[src/bypass_pkg.sv]
//--------------------------------------------------------------------------
// Widths and beat types shared by the raw Ethernet bypass stack
// The keep width is derived from the data width, so data_bits must be a
// multiple of 8
//--------------------------------------------------------------------------
package bypass_pkg;

    // Stream bus width and its byte enables
    parameter int data_bits = 64;
    parameter int keep_bits = data_bits / 8;

    // Byte length of one packet
    parameter int len_bits = 16;

    // Host virtual address
    parameter int vaddr_bits = 32;

    // Queue-pair number fields, PID in the low bits and vFID above it
    parameter int pid_bits = 6;
    parameter int vfid_bits = 4;
    parameter int qp_num_bits = pid_bits + vfid_bits;

    // One stream beat as it sits in a data queue
    typedef struct packed {
        logic [data_bits-1:0] data;
        // Byte enables, contiguous from bit zero
        logic [keep_bits-1:0] keep;
        // End of packet
        logic last;
    } beat_t;

    // Measured byte length, payload of the length queue
    typedef logic [len_bits-1:0] len_t;

endpackage

[src/stream_fifo.sv]
//--------------------------------------------------------------------------
// Synchronous valid/ready queue with a typed payload
// depth must be at least 2; in_ready is registered, so it is low for
// one cycle after reset; output data shows one cycle after the write
//--------------------------------------------------------------------------
`timescale 1ns/1ns

module stream_fifo #(
    parameter type payload_t = logic [7:0],
    parameter int depth = 16
) (
    input  logic     nclk,
    input  logic     nresetn,
    input  logic     in_valid,
    output logic     in_ready,
    input  payload_t in_payload,
    output logic     out_valid,
    input  logic     out_ready,
    output payload_t out_payload
);

    localparam int ptr_bits = $clog2(depth);

    payload_t mem [depth];
    logic [ptr_bits-1:0] wr_ptr;
    logic [ptr_bits-1:0] rd_ptr;
    // One extra bit so a full queue can be told from an empty one
    logic [ptr_bits:0] count;
    logic [ptr_bits:0] count_next;
    logic push;
    logic pop;

    // Pointer step with wrap for any depth
    function automatic logic [ptr_bits-1:0] bump(input logic [ptr_bits-1:0] p);
        return (p == ptr_bits'(depth - 1)) ? '0 : p + 1'b1;
    endfunction

    assign push = in_valid && in_ready;
    assign pop = out_valid && out_ready;
    assign out_valid = (count != '0);
    assign out_payload = mem[rd_ptr];

    // Occupancy after this cycle, push and pop together keep it
    always_comb begin
        count_next = count;
        if (push && !pop) begin
            count_next = count + 1'b1;
        end else if (pop && !push) begin
            count_next = count - 1'b1;
        end
    end

    always_ff @(posedge nclk) begin
        if (!nresetn) begin
            wr_ptr <= '0;
            rd_ptr <= '0;
            count <= '0;
            in_ready <= 1'b0;
        end else begin
            if (push) begin
                wr_ptr <= bump(wr_ptr);
            end
            if (pop) begin
                rd_ptr <= bump(rd_ptr);
            end
            count <= count_next;
            // Room left after this cycle
            in_ready <= (count_next < depth);
        end
    end

    // Storage
    always_ff @(posedge nclk) begin
        if (push) begin
            mem[wr_ptr] <= in_payload;
        end
    end

    // Registered ready must never let a beat into a full queue
    assert property (@(posedge nclk) disable iff (!nresetn) push |-> (count < depth))
        else $error("stream_fifo write while full");

endmodule

[src/rx_len_meter.sv]
//--------------------------------------------------------------------------
// Byte length meter for received packets
// Byte enables must be contiguous from bit zero; the meter stalls
// receive while a measured length waits for the length queue
//--------------------------------------------------------------------------
`timescale 1ns/1ns

module rx_len_meter (
    input  logic                             nclk,
    input  logic                             nresetn,
    input  logic                             beat_fire,
    input  logic [bypass_pkg::keep_bits-1:0] beat_keep,
    input  logic                             beat_last,
    output logic                             stall,
    output logic                             len_valid,
    input  logic                             len_ready,
    output bypass_pkg::len_t                 len
);

    bypass_pkg::len_t acc;
    bypass_pkg::len_t beat_bytes;

    // Number of enabled bytes in one beat
    function automatic bypass_pkg::len_t popcount(input logic [bypass_pkg::keep_bits-1:0] k);
        bypass_pkg::len_t n;
        n = '0;
        for (int i = 0; i < bypass_pkg::keep_bits; i++) begin
            n = n + k[i];
        end
        return n;
    endfunction

    assign beat_bytes = popcount(beat_keep);

    // Hold receive off until the pending length is taken
    assign stall = len_valid && !len_ready;

    always_ff @(posedge nclk) begin
        if (!nresetn) begin
            acc <= '0;
            len_valid <= 1'b0;
        end else begin
            if (len_valid && len_ready) begin
                len_valid <= 1'b0;
            end
            if (beat_fire) begin
                if (beat_last) begin
                    // Packet done, offer its total next cycle
                    acc <= '0;
                    len_valid <= 1'b1;
                end else begin
                    acc <= acc + beat_bytes;
                end
            end
        end
    end

    // Total includes the last beat
    always_ff @(posedge nclk) begin
        if (beat_fire && beat_last) begin
            len <= acc + beat_bytes;
        end
    end

    // Enables of the form 0..01..1
    assert property (@(posedge nclk) disable iff (!nresetn)
        beat_fire |-> ((beat_keep & (beat_keep + 1'b1)) == '0))
        else $error("rx_len_meter byte enables not contiguous");

endmodule

[src/rx_write_ctrl.sv]
//--------------------------------------------------------------------------
// Receive write sequencer into a circular host buffer
// One packet at a time: descriptor first, then its data; the slot offset
// wraps after num_slots slots, and num_slots * slot_bytes must fit 32 bits
//--------------------------------------------------------------------------
`timescale 1ns/1ns

module rx_write_ctrl #(
    parameter int num_slots = 1024,
    parameter int slot_bytes = 4096
) (
    input  logic                               nclk,
    input  logic                               nresetn,
    input  logic                               qp_valid,
    input  logic [bypass_pkg::vaddr_bits-1:0]  qp_vaddr,
    input  logic [bypass_pkg::qp_num_bits-1:0] qp_num,
    input  logic                               len_valid,
    output logic                               len_ready,
    input  bypass_pkg::len_t                   len,
    input  logic                               data_valid,
    output logic                               data_ready,
    input  bypass_pkg::beat_t                  data_beat,
    output logic                               wr_req_valid,
    input  logic                               wr_req_ready,
    output logic [bypass_pkg::vaddr_bits-1:0]  wr_req_vaddr,
    output bypass_pkg::len_t                   wr_req_len,
    output logic [bypass_pkg::pid_bits-1:0]    wr_req_pid,
    output logic [bypass_pkg::vfid_bits-1:0]   wr_req_vfid,
    output logic                               wr_valid,
    input  logic                               wr_ready,
    output bypass_pkg::beat_t                  wr_beat
);

    localparam int unsigned ring_bytes = num_slots * slot_bytes;
    localparam logic [bypass_pkg::vaddr_bits-1:0] slot_step = slot_bytes;
    localparam logic [bypass_pkg::vaddr_bits-1:0] last_offset = ring_bytes - slot_bytes;

    typedef enum logic [1:0] {
        st_wait,
        st_desc,
        st_data
    } state_t;

    state_t state;
    logic [bypass_pkg::vaddr_bits-1:0] base;
    logic [bypass_pkg::vaddr_bits-1:0] offset;
    logic [bypass_pkg::pid_bits-1:0] pid;
    logic [bypass_pkg::vfid_bits-1:0] vfid;
    bypass_pkg::len_t cur_len;
    logic data_fire;

    // Queue-pair context, setup beat is always taken
    always_ff @(posedge nclk) begin
        if (!nresetn) begin
            base <= '0;
            pid <= '0;
            vfid <= '0;
        end else if (qp_valid) begin
            base <= qp_vaddr;
            pid <= qp_num[bypass_pkg::pid_bits-1:0];
            vfid <= qp_num[bypass_pkg::pid_bits +: bypass_pkg::vfid_bits];
        end
    end

    assign data_fire = data_valid && data_ready;

    always_ff @(posedge nclk) begin
        if (!nresetn) begin
            state <= st_wait;
            offset <= '0;
            cur_len <= '0;
        end else begin
            case (state)
                st_wait: begin
                    // Pop one length, a whole packet is queued behind it
                    if (len_valid) begin
                        cur_len <= len;
                        state <= st_desc;
                    end
                end
                st_desc: begin
                    if (wr_req_ready) begin
                        state <= st_data;
                    end
                end
                st_data: begin
                    if (data_fire && data_beat.last) begin
                        // Next slot, back to the ring start after the last one
                        offset <= (offset == last_offset) ? '0 : offset + slot_step;
                        state <= st_wait;
                    end
                end
                default: state <= st_wait;
            endcase
        end
    end

    assign len_ready = (state == st_wait);

    // Descriptor
    assign wr_req_valid = (state == st_desc);
    assign wr_req_vaddr = base + offset;
    assign wr_req_len = cur_len;
    assign wr_req_pid = pid;
    assign wr_req_vfid = vfid;

    // Data only moves after the descriptor is taken
    assign wr_valid = data_valid && (state == st_data);
    assign data_ready = wr_ready && (state == st_data);
    assign wr_beat = data_beat;

    assert property (@(posedge nclk) disable iff (!nresetn) offset < ring_bytes)
        else $error("rx_write_ctrl slot offset outside ring");

endmodule

[src/pkt_stats.sv]
//--------------------------------------------------------------------------
// Transmit and receive packet counters
// Both wrap at 2**32 and are never cleared except by reset
//--------------------------------------------------------------------------
`timescale 1ns/1ns

module pkt_stats (
    input  logic        nclk,
    input  logic        nresetn,
    input  logic        tx_fire_last,
    input  logic        rx_fire_last,
    output logic [31:0] tx_pkt_count,
    output logic [31:0] rx_pkt_count
);

    // One step per accepted last beat
    always_ff @(posedge nclk) begin
        if (!nresetn) begin
            tx_pkt_count <= '0;
            rx_pkt_count <= '0;
        end else begin
            if (tx_fire_last) begin
                tx_pkt_count <= tx_pkt_count + 1'b1;
            end
            if (rx_fire_last) begin
                rx_pkt_count <= rx_pkt_count + 1'b1;
            end
        end
    end

    // At most one packet ends per cycle and direction
    assert property (@(posedge nclk) disable iff (!nresetn)
        (tx_pkt_count - $past(tx_pkt_count)) <= 32'd1 &&
        (rx_pkt_count - $past(rx_pkt_count)) <= 32'd1)
        else $error("pkt_stats counter stepped by more than one");

endmodule

[src/bypass_stack.sv]
//--------------------------------------------------------------------------
// Raw Ethernet bypass stack, receive to host ring and transmit buffering
// A received packet may be at most data_fifo_depth beats long; a longer
// one stalls receive for good and is not detected
//--------------------------------------------------------------------------
`timescale 1ns/1ns

module bypass_stack #(
    parameter int num_slots = 1024,
    parameter int slot_bytes = 4096,
    parameter int data_fifo_depth = 16,
    parameter int len_fifo_depth = 16
) (
    input  logic                               nclk,
    input  logic                               nresetn,
    // Network receive
    input  logic                               rx_valid,
    output logic                               rx_ready,
    input  logic [bypass_pkg::data_bits-1:0]   rx_data,
    input  logic [bypass_pkg::keep_bits-1:0]   rx_keep,
    input  logic                               rx_last,
    // Network transmit
    output logic                               tx_valid,
    input  logic                               tx_ready,
    output logic [bypass_pkg::data_bits-1:0]   tx_data,
    output logic [bypass_pkg::keep_bits-1:0]   tx_keep,
    output logic                               tx_last,
    // Memory read response
    input  logic                               rd_rsp_valid,
    output logic                               rd_rsp_ready,
    input  logic [bypass_pkg::data_bits-1:0]   rd_rsp_data,
    input  logic [bypass_pkg::keep_bits-1:0]   rd_rsp_keep,
    input  logic                               rd_rsp_last,
    // Write descriptor
    output logic                               wr_req_valid,
    input  logic                               wr_req_ready,
    output logic [bypass_pkg::vaddr_bits-1:0]  wr_req_vaddr,
    output bypass_pkg::len_t                   wr_req_len,
    output logic [bypass_pkg::pid_bits-1:0]    wr_req_pid,
    output logic [bypass_pkg::vfid_bits-1:0]   wr_req_vfid,
    // Write data
    output logic                               wr_valid,
    input  logic                               wr_ready,
    output logic [bypass_pkg::data_bits-1:0]   wr_data,
    output logic [bypass_pkg::keep_bits-1:0]   wr_keep,
    output logic                               wr_last,
    // Queue-pair setup
    input  logic                               qp_valid,
    input  logic [bypass_pkg::vaddr_bits-1:0]  qp_vaddr,
    input  logic [bypass_pkg::qp_num_bits-1:0] qp_num,
    // Statistics
    output logic [31:0]                        tx_pkt_count,
    output logic [31:0]                        rx_pkt_count
);

    bypass_pkg::beat_t rd_rsp_beat;
    bypass_pkg::beat_t tx_beat;
    bypass_pkg::beat_t rx_beat;
    bypass_pkg::beat_t rxq_beat;
    bypass_pkg::beat_t wr_beat;
    logic rxq_in_ready;
    logic rxq_valid;
    logic rxq_ready;
    logic meter_stall;
    logic meter_len_valid;
    logic meter_len_ready;
    bypass_pkg::len_t meter_len;
    logic lenq_valid;
    logic lenq_ready;
    bypass_pkg::len_t lenq_len;

    // Transmit side, queue latency only
    assign rd_rsp_beat = '{data: rd_rsp_data, keep: rd_rsp_keep, last: rd_rsp_last};
    assign tx_data = tx_beat.data;
    assign tx_keep = tx_beat.keep;
    assign tx_last = tx_beat.last;

    stream_fifo #(.payload_t(bypass_pkg::beat_t), .depth(data_fifo_depth)) tx_fifo (
        .nclk(nclk), .nresetn(nresetn),
        .in_valid(rd_rsp_valid), .in_ready(rd_rsp_ready), .in_payload(rd_rsp_beat),
        .out_valid(tx_valid), .out_ready(tx_ready), .out_payload(tx_beat)
    );

    // Receive input needs room for the beat and no pending length
    assign rx_beat = '{data: rx_data, keep: rx_keep, last: rx_last};
    assign rx_ready = rxq_in_ready && !meter_stall;

    stream_fifo #(.payload_t(bypass_pkg::beat_t), .depth(data_fifo_depth)) rx_fifo (
        .nclk(nclk), .nresetn(nresetn),
        .in_valid(rx_valid && !meter_stall), .in_ready(rxq_in_ready), .in_payload(rx_beat),
        .out_valid(rxq_valid), .out_ready(rxq_ready), .out_payload(rxq_beat)
    );

    rx_len_meter meter (
        .nclk(nclk), .nresetn(nresetn),
        .beat_fire(rx_valid && rx_ready), .beat_keep(rx_keep), .beat_last(rx_last),
        .stall(meter_stall),
        .len_valid(meter_len_valid), .len_ready(meter_len_ready), .len(meter_len)
    );

    stream_fifo #(.payload_t(bypass_pkg::len_t), .depth(len_fifo_depth)) len_fifo (
        .nclk(nclk), .nresetn(nresetn),
        .in_valid(meter_len_valid), .in_ready(meter_len_ready), .in_payload(meter_len),
        .out_valid(lenq_valid), .out_ready(lenq_ready), .out_payload(lenq_len)
    );

    rx_write_ctrl #(.num_slots(num_slots), .slot_bytes(slot_bytes)) write_ctrl (
        .nclk(nclk), .nresetn(nresetn),
        .qp_valid(qp_valid), .qp_vaddr(qp_vaddr), .qp_num(qp_num),
        .len_valid(lenq_valid), .len_ready(lenq_ready), .len(lenq_len),
        .data_valid(rxq_valid), .data_ready(rxq_ready), .data_beat(rxq_beat),
        .wr_req_valid(wr_req_valid), .wr_req_ready(wr_req_ready),
        .wr_req_vaddr(wr_req_vaddr), .wr_req_len(wr_req_len),
        .wr_req_pid(wr_req_pid), .wr_req_vfid(wr_req_vfid),
        .wr_valid(wr_valid), .wr_ready(wr_ready), .wr_beat(wr_beat)
    );

    assign wr_data = wr_beat.data;
    assign wr_keep = wr_beat.keep;
    assign wr_last = wr_beat.last;

    // Packets counted where they leave the stack
    pkt_stats stats (
        .nclk(nclk), .nresetn(nresetn),
        .tx_fire_last(tx_valid && tx_ready && tx_last),
        .rx_fire_last(wr_valid && wr_ready && wr_last),
        .tx_pkt_count(tx_pkt_count), .rx_pkt_count(rx_pkt_count)
    );

endmodule

[config.mk]
export PLATFORM = sky130hd
export DESIGN_NAME = bypass_stack
export DESIGN_NICKNAME = d
export VERILOG_FILES = /design/src/bypass_pkg.sv /design/src/stream_fifo.sv /design/src/rx_len_meter.sv /design/src/rx_write_ctrl.sv /design/src/pkt_stats.sv /design/src/bypass_stack.sv
export SDC_FILE = /design/constraint.sdc
export NUM_CORES = 2
export LEC_CHECK = 0
export BUFFER_PORTS_ARGS = -buffer_cell sky130_fd_sc_hd__buf_2
export CELL_PAD_IN_SITES_DETAIL_PLACEMENT = 0
export CELL_PAD_IN_SITES_GLOBAL_PLACEMENT = 1
export CORE_MARGIN = 4
export CORE_UTILIZATION = 54
export CTS_CLUSTER_DIAMETER = 40
export DETAILED_ROUTE_END_ITERATION = 16
export PLACE_DENSITY = 0.85
export SYNTH_ARGS = -nofsm -noshare
export SYNTH_HDL_FRONTEND = slang
export SYNTH_HIERARCHICAL = 1
export SYNTH_SLANG_ARGS = --single-unit
export TNS_END_PERCENT = 20
[constraint.sdc]
create_clock -name nclk -period 7.1 [get_ports nclk]
set_input_delay 0 -clock nclk [delete_from_list [all_inputs] [get_ports nclk]]
set_output_delay 0 -clock nclk [all_outputs]
set_load 0.01 [all_outputs]
; ---- After elaboration in Yosys (flattened, before gate mapping)
; Memories as Yosys holds them, arrays and structs flattened. A register that Yosys moved wholly into a read port is not among the register bits.
; Index checks and enable logic that the tools add are counted.
[classes]
addsub = 24
mul = 0
div_mod_pow = 0
order_cmp = 3
eq_ne = 12
n_shift = 0
n_mux = 31
bitwise = 0
reduce_logical = 39
[ops]
columns = operator, count
row1 = $add 16x1->16, 6
row2 = $add 32x1->32 const B, 2
row3 = $mux 4, 10
row4 = $add 32x13->32 const B, 1
row5 = $add 32x32->32, 1
row6 = $eq 32x22->1 const B, 1
row7 = $mux 32, 1
row8 = $mux 5, 6
row9 = $add 4x1->4 const B, 6
row10 = $eq 4x4->1 const B, 6
row11 = $logic_and 1x1->1, 23
row12 = $add 16x16->16, 1
row13 = $mux 16, 1
row14 = $add 5x1->5 const B, 3
row15 = $lt 5x5->1 const B, 3
row16 = $reduce_bool 5->1, 3
row17 = $sub 5x1->5 const B, 3
row18 = $logic_not 1->1, 9
row19 = $mux 1, 9
row20 = $mux 2, 3
row21 = $ne 2x1->1 const B, 3
row22 = $pmux 2 s3, 1
row23 = $reduce_and 2->1, 2
row24 = $reduce_and 3->1, 1
row25 = other kinds (4), 4
[totals]
register_bits = 215
latch_bits = 0
mem_bits_rw = 2592
romBits = 0
in_bits = 196
wordCells = 134
memories = 3
[memory_table]
columns = memory, words, word_bits, read_ports, rd_ports_with_merged_regs, write_ports, line
row1 = rx_fifo.mem, 16, 73, 1, 1, 1, stream_fifo.sv:24  ; payload_t mem [depth];
row2 = tx_fifo.mem, 16, 73, 1, 1, 1, stream_fifo.sv:24
row3 = len_fifo.mem, 16, 16, 1, 1, 1, stream_fifo.sv:24

; ---- Depth between registers and ports, before layout
[depth]
ltp_word = 10
ltp_mapped = 14

; ---- By module
; Netlist, hierarchy kept.
[by_module_without_submodules]
columns = module, instances, cells_each, area_per_inst_um2
row1 = stream_fifo (rx_fifo), 1, 1909, 44597.8
row2 = stream_fifo (tx_fifo), 1, 1912, 44580.3
row3 = stream_fifo (len_fifo), 1, 523, 10649.0
row4 = rx_write_ctrl, 1, 523, 4653.2
row5 = pkt_stats, 1, 351, 3061.7
row6 = rx_len_meter, 1, 182, 1805.5
row7 = bypass_stack, 1, 5, 33.8

; ---- Least setup slack after synthesis
; No wires, ideal clock.
[synth_path]
kind = register -> register
start = register meter.len_valid
end = memory rx_fifo/mem[15][0] (netlist bit), enable pin
setup_ps = 594
arrival_ps = 5861
setup_slack_ps = 645
path_stages_with_launch = 6
path_buffers = 1
synth_period_minus_slack_ps = 6455
path_cell_list = dfxtp_1 nor2b_1 nor2b_1 nand2_1 clkbuf_1 nor3_1
[synth_between]
elab_chain_cells = 6
[synth_rtl]
columns = element, line
row1 = "start, declared", rx_len_meter.sv:15  ; output logic len_valid,
row2 = "start signal, assigned", rx_len_meter.sv:41  ; len_valid <= 1'b0;
row3 = "start signal, assigned", rx_len_meter.sv:44  ; len_valid <= 1'b0;
row4 = "start signal, assigned", rx_len_meter.sv:50  ; len_valid <= 1'b1;
row5 = $logic_and 1x1->1, rx_len_meter.sv:36  ; assign stall = len_valid && !len_ready;
row6 = net meter_stall, bypass_stack.sv:64  ; logic meter_stall;
row7 = $logic_not 1->1, bypass_stack.sv:90  ; .in_valid(rx_valid && !meter_stall), .in_ready(rxq_in_ready), .in_payload(rx_beat),
row8 = $logic_and 1x1->1, bypass_stack.sv:90
row9 = $logic_and 1x1->1, stream_fifo.sv:38  ; assign push = in_valid && in_ready;
row10 = $mux 1, stream_fifo.sv:74  ; if (push) begin
row11 = $mux 1 (not written as such), stream_fifo.sv:75  ; mem[wr_ptr] <= in_payload;
row12 = "end, declared", stream_fifo.sv:24
; The timed path passes the listed nets, and every way through them passes these cells.

==> summary.md <==
| Metric | Value |
|---|---|
| Status | `completed` |
| Hold Path Class | `in -> reg` |
| Switching power | `0.00944 W` |
| Clock-pin slew of the registers on the worst-case setup and hold paths | `0.06 ns` |
| Final period util | `74.2%` |
| DR WL/cell | `28.8 µm` |
| CTS tree | `built` |
| DR vias/cell | `6.23` |
| Hold Crit Depth | `2` |
| Clk network pwr share | `45.9%` |
| First-pass GRT wire length | `399000 µm` |
| Vias in the first global route | `60300` |
| Seq/Total Area, Yosys | `75.5%` |
| Post-CTS sizing | `0` |
| Least-Margin Pin Slew | `1.25 ns` |
| Power per cell area | `313 mW/mm²` |
| Clock Path Buffers | `4` |
| Synth unique cells | `83` |
| Crit path arrival time | `5.27 ns` |
| VDD IR-drop max | `0.273 mV` |
| Num CTS Buffers | `376` |
| Effective utilization at floorplan | `54.5%` |
| Yosys warns | `6` |
| Most common cell after layout, fill and taps aside | `edfxtp_1` |
| Setup total negative slack | `0 ns` |
| Max Cap Violations | `0` |
| Place WS | `2.80 ns` |
| Switching Fraction | `23.1%` |
| Worst clock skew | `0.0728 ns` |
| Post-synth EDFFs | `2608` |
| Total global-route track usage | `25.7%` |
| Largest net degree at the start of global routing | `133` |
| Max-slew violation count | `0` |
| Core area | `0.201 mm²` |
| RePlAce Congestion | `0.788` |
| Initial antenna violation count | `24` |
| Antenna Nets Post-Route | `0` |
| H-tree Lvls | `5` |
| Area growth from synthesis to layout | `19.6%` |
| DRC violations left | `0` |
| Post-Syn Nets | `5664` |
| Cell area after synthesis | `0.109 mm²` |
| Share of cells above drive strength 1 | `28.2%` |
| Fin crit period | `5.27 ns` |
| Hold Violations, Final | `0` |
| Setup ws final | `1.83 ns` |
| Setup Buffers After CTS | `0` |
| Slew HR | `16.3%` |
| Die height | `458 µm` |
| Primary FF master, synth | `edfxtp_1` |
| Die ar. | `0.210 mm²` |
| Internal power | `0.0315 W` |
| DRT iter0 DRCs | `7055` |
| DRT Wirelength | `270000 µm` |
| Root Driver | `clkbuf_16` |
| Comb power frac | `8.7%` |
| Avg Inst Size Synth | `20.2 µm²` |
| Final instance area | `0.131 mm²` |
| CP Launch Type | `flop` |
| # setup viols final | `0` |
| Total global routing overflow | `0` |
| Drt first pass iters | `7` |
| # nets final | `6662` |
| RSZ-0062 raised after global routing | `false` |
| Vias after detailed routing | `58400` |
| Hpwl dp | `133000 µm` |
| Most frequent cells in the layout | `edfxtp_1 (2608), mux4_2 (644), buf_2 (467)` |
| Clk sinks | `2823` |
| Hold WS | `0.0630 ns` |
| Synth async-reset ratio | `0%` |
| Die X | `458 µm` |
| Port Buffers | `468` |
| Leakage power | `42.6 nW` |
| Flop and latch count out of synthesis | `2823` |
| Clock Latency Late Sink | `0.96 ns` |
| Required @ worst endpoint | `7.10 ns` |
| Flop pwr share | `45.4%` |
| Cells after Synth | `5405` |
| IO Count | `469` |
| DP Area | `0.114 mm²` |
| Row count | `164` |
| CP Class | `reg -> out` |
| Crit-path max FO | `132` |
| Crit. End Element | `output pin` |
| # hold bufs at CTS | `429` |
| Worst r2r path cells | `8` |
| Max Clk Rate | `190 MHz` |
[per-stage QoR]
step | power (W) | std cells | utilization [%]
after floorplan | 0.0213 | 5405 | -
after global placement | 0.0221 | 8252 | 56.8
after detailed placement | 0.0222 | 8252 | 56.8
after CTS | 0.0411 | 9358 | 65.2
after global routing | 0.0422 | 9362 | 65.2
final | 0.0409 | 9372 | 65.2
[path summary, 6_finish.rpt]
| check | from | to | slack [ns] |
|---|---|---|---|
| worst min register to register | write_ctrl/wr_req_len[14] | write_ctrl/wr_req_len[14] | 0.46 |
| worst max register to register | flop | stats/rx_pkt_count[29] | 2.92 |
| worst max-delay path | flop | wr_data[12] | 1.83 |
| worst min-delay path | rd_rsp_keep[6] | tx_fifo/mem[5][7] | 0.06 |
[kinds of logic (layout without fill, tap and decap cells)]
family | count (synthesis) | count (layout) | synth area share [%]
xor gates and xnor gates | 83 | 83 | 0.665
adders and majority gates | 63 | 63 | 0.755
AOI/OAI and AO/OA | 541 | 541 | 3.54
muxes | 703 | 703 | 13.9
and+or+nand+nor | 780 | 780 | 3.60
buffers and inverters | 412 | 1709 | 2.04
DFF | 2823 | 2823 | 75.5
other | 0 | 14 | 0
[power by group through the flow]
stage / combinational, W / clock (W) / sequential (W)
floorplan: 0.00246 / 0 / 0.0188
global placement: 0.00325 / 0 / 0.0189
detailed placement: 0.00332 / 0 / 0.0189
CTS: 0.00359 / 0.0190 / 0.0186
global route: 0.00384 / 0.0198 / 0.0186
finish: 0.00356 / 0.0188 / 0.0186
[cell usage after synthesis (24+ instances only)]
library cell     n  area share (%)
o21ai_0         30            0.14
mux2i_1         54            0.49
nor2b_1         78            0.45
buf_4          106            0.73
nand2_1        291             1.0
nor2_1         115            0.39
xnor2_1         40            0.32
dfxtp_1        215             3.9
buf_1           55            0.19
buf_2           29            0.13
a22oi_1        329             2.3
buf_6           30            0.31
edfxtp_1      2608              72
xor2_1          43            0.34
mux4_2         644              13
nand4_1         24            0.14
ha_1            58            0.66
a21oi_1         75            0.34
clkbuf_1       138            0.47
nor3_1          40            0.18
and2_1          27            0.15
or4_1           26            0.18
inv_1           51            0.18
nand3_1         54            0.25
[sequential cells by signal (all words and copies together), names as in the netlist, 2 cells and up, named ones only]
name                    count
tx_fifo/mem              1168
tx_fifo/wr_ptr              4
rx_fifo/count               5
tx_fifo/rd_ptr              4
rx_fifo/rd_ptr              4
len_fifo/count              5
stats/tx_pkt_count         32
write_ctrl/state            2
write_ctrl/wr_req_pid       6
meter/acc                  16
len_fifo/mem              256
write_ctrl/wr_req_len      16
rx_fifo/wr_ptr              4
stats/rx_pkt_count         32
len_fifo/wr_ptr             4
rx_fifo/mem              1168
len_fifo/rd_ptr             4
write_ctrl/base            32
write_ctrl/offset          20
tx_fifo/count               5
write_ctrl/wr_req_vfid      4
meter/len                  16
[layout make-up]
cell class	instances	area, µm²
multi-input combinational	2170	24800
tap	2656	3320
timing repair buffer	979	7280
inverter	53	199
clock buffer	418	9660
sequential	2823	82600
antenna	14	35.0
fill	12700	69900
clock inverter	259	2910
[routing by layer]
layer | share of wire [%] | track usage (%) | wire (µm)
met4 | 3.9 | 10.4 | 10600
met3 | 8.8 | 5.01 | 23900
met1 | 36 | 33.3 | 98300
met5 | 0.013 | 0 | 34
met2 | 51 | 43.0 | 137000
[worst max-delay path: stages, from the launching register on]
cell	delay, ns
dfxtp_4	0.60
buf_4	0.79
buf_12	0.65
buf_4	0.97
mux4_2	0.43
a22oi_1	0.24
nand2_1	0.21
buf_2	0.20
No activity file was read; power rests on OpenSTA's default activity.
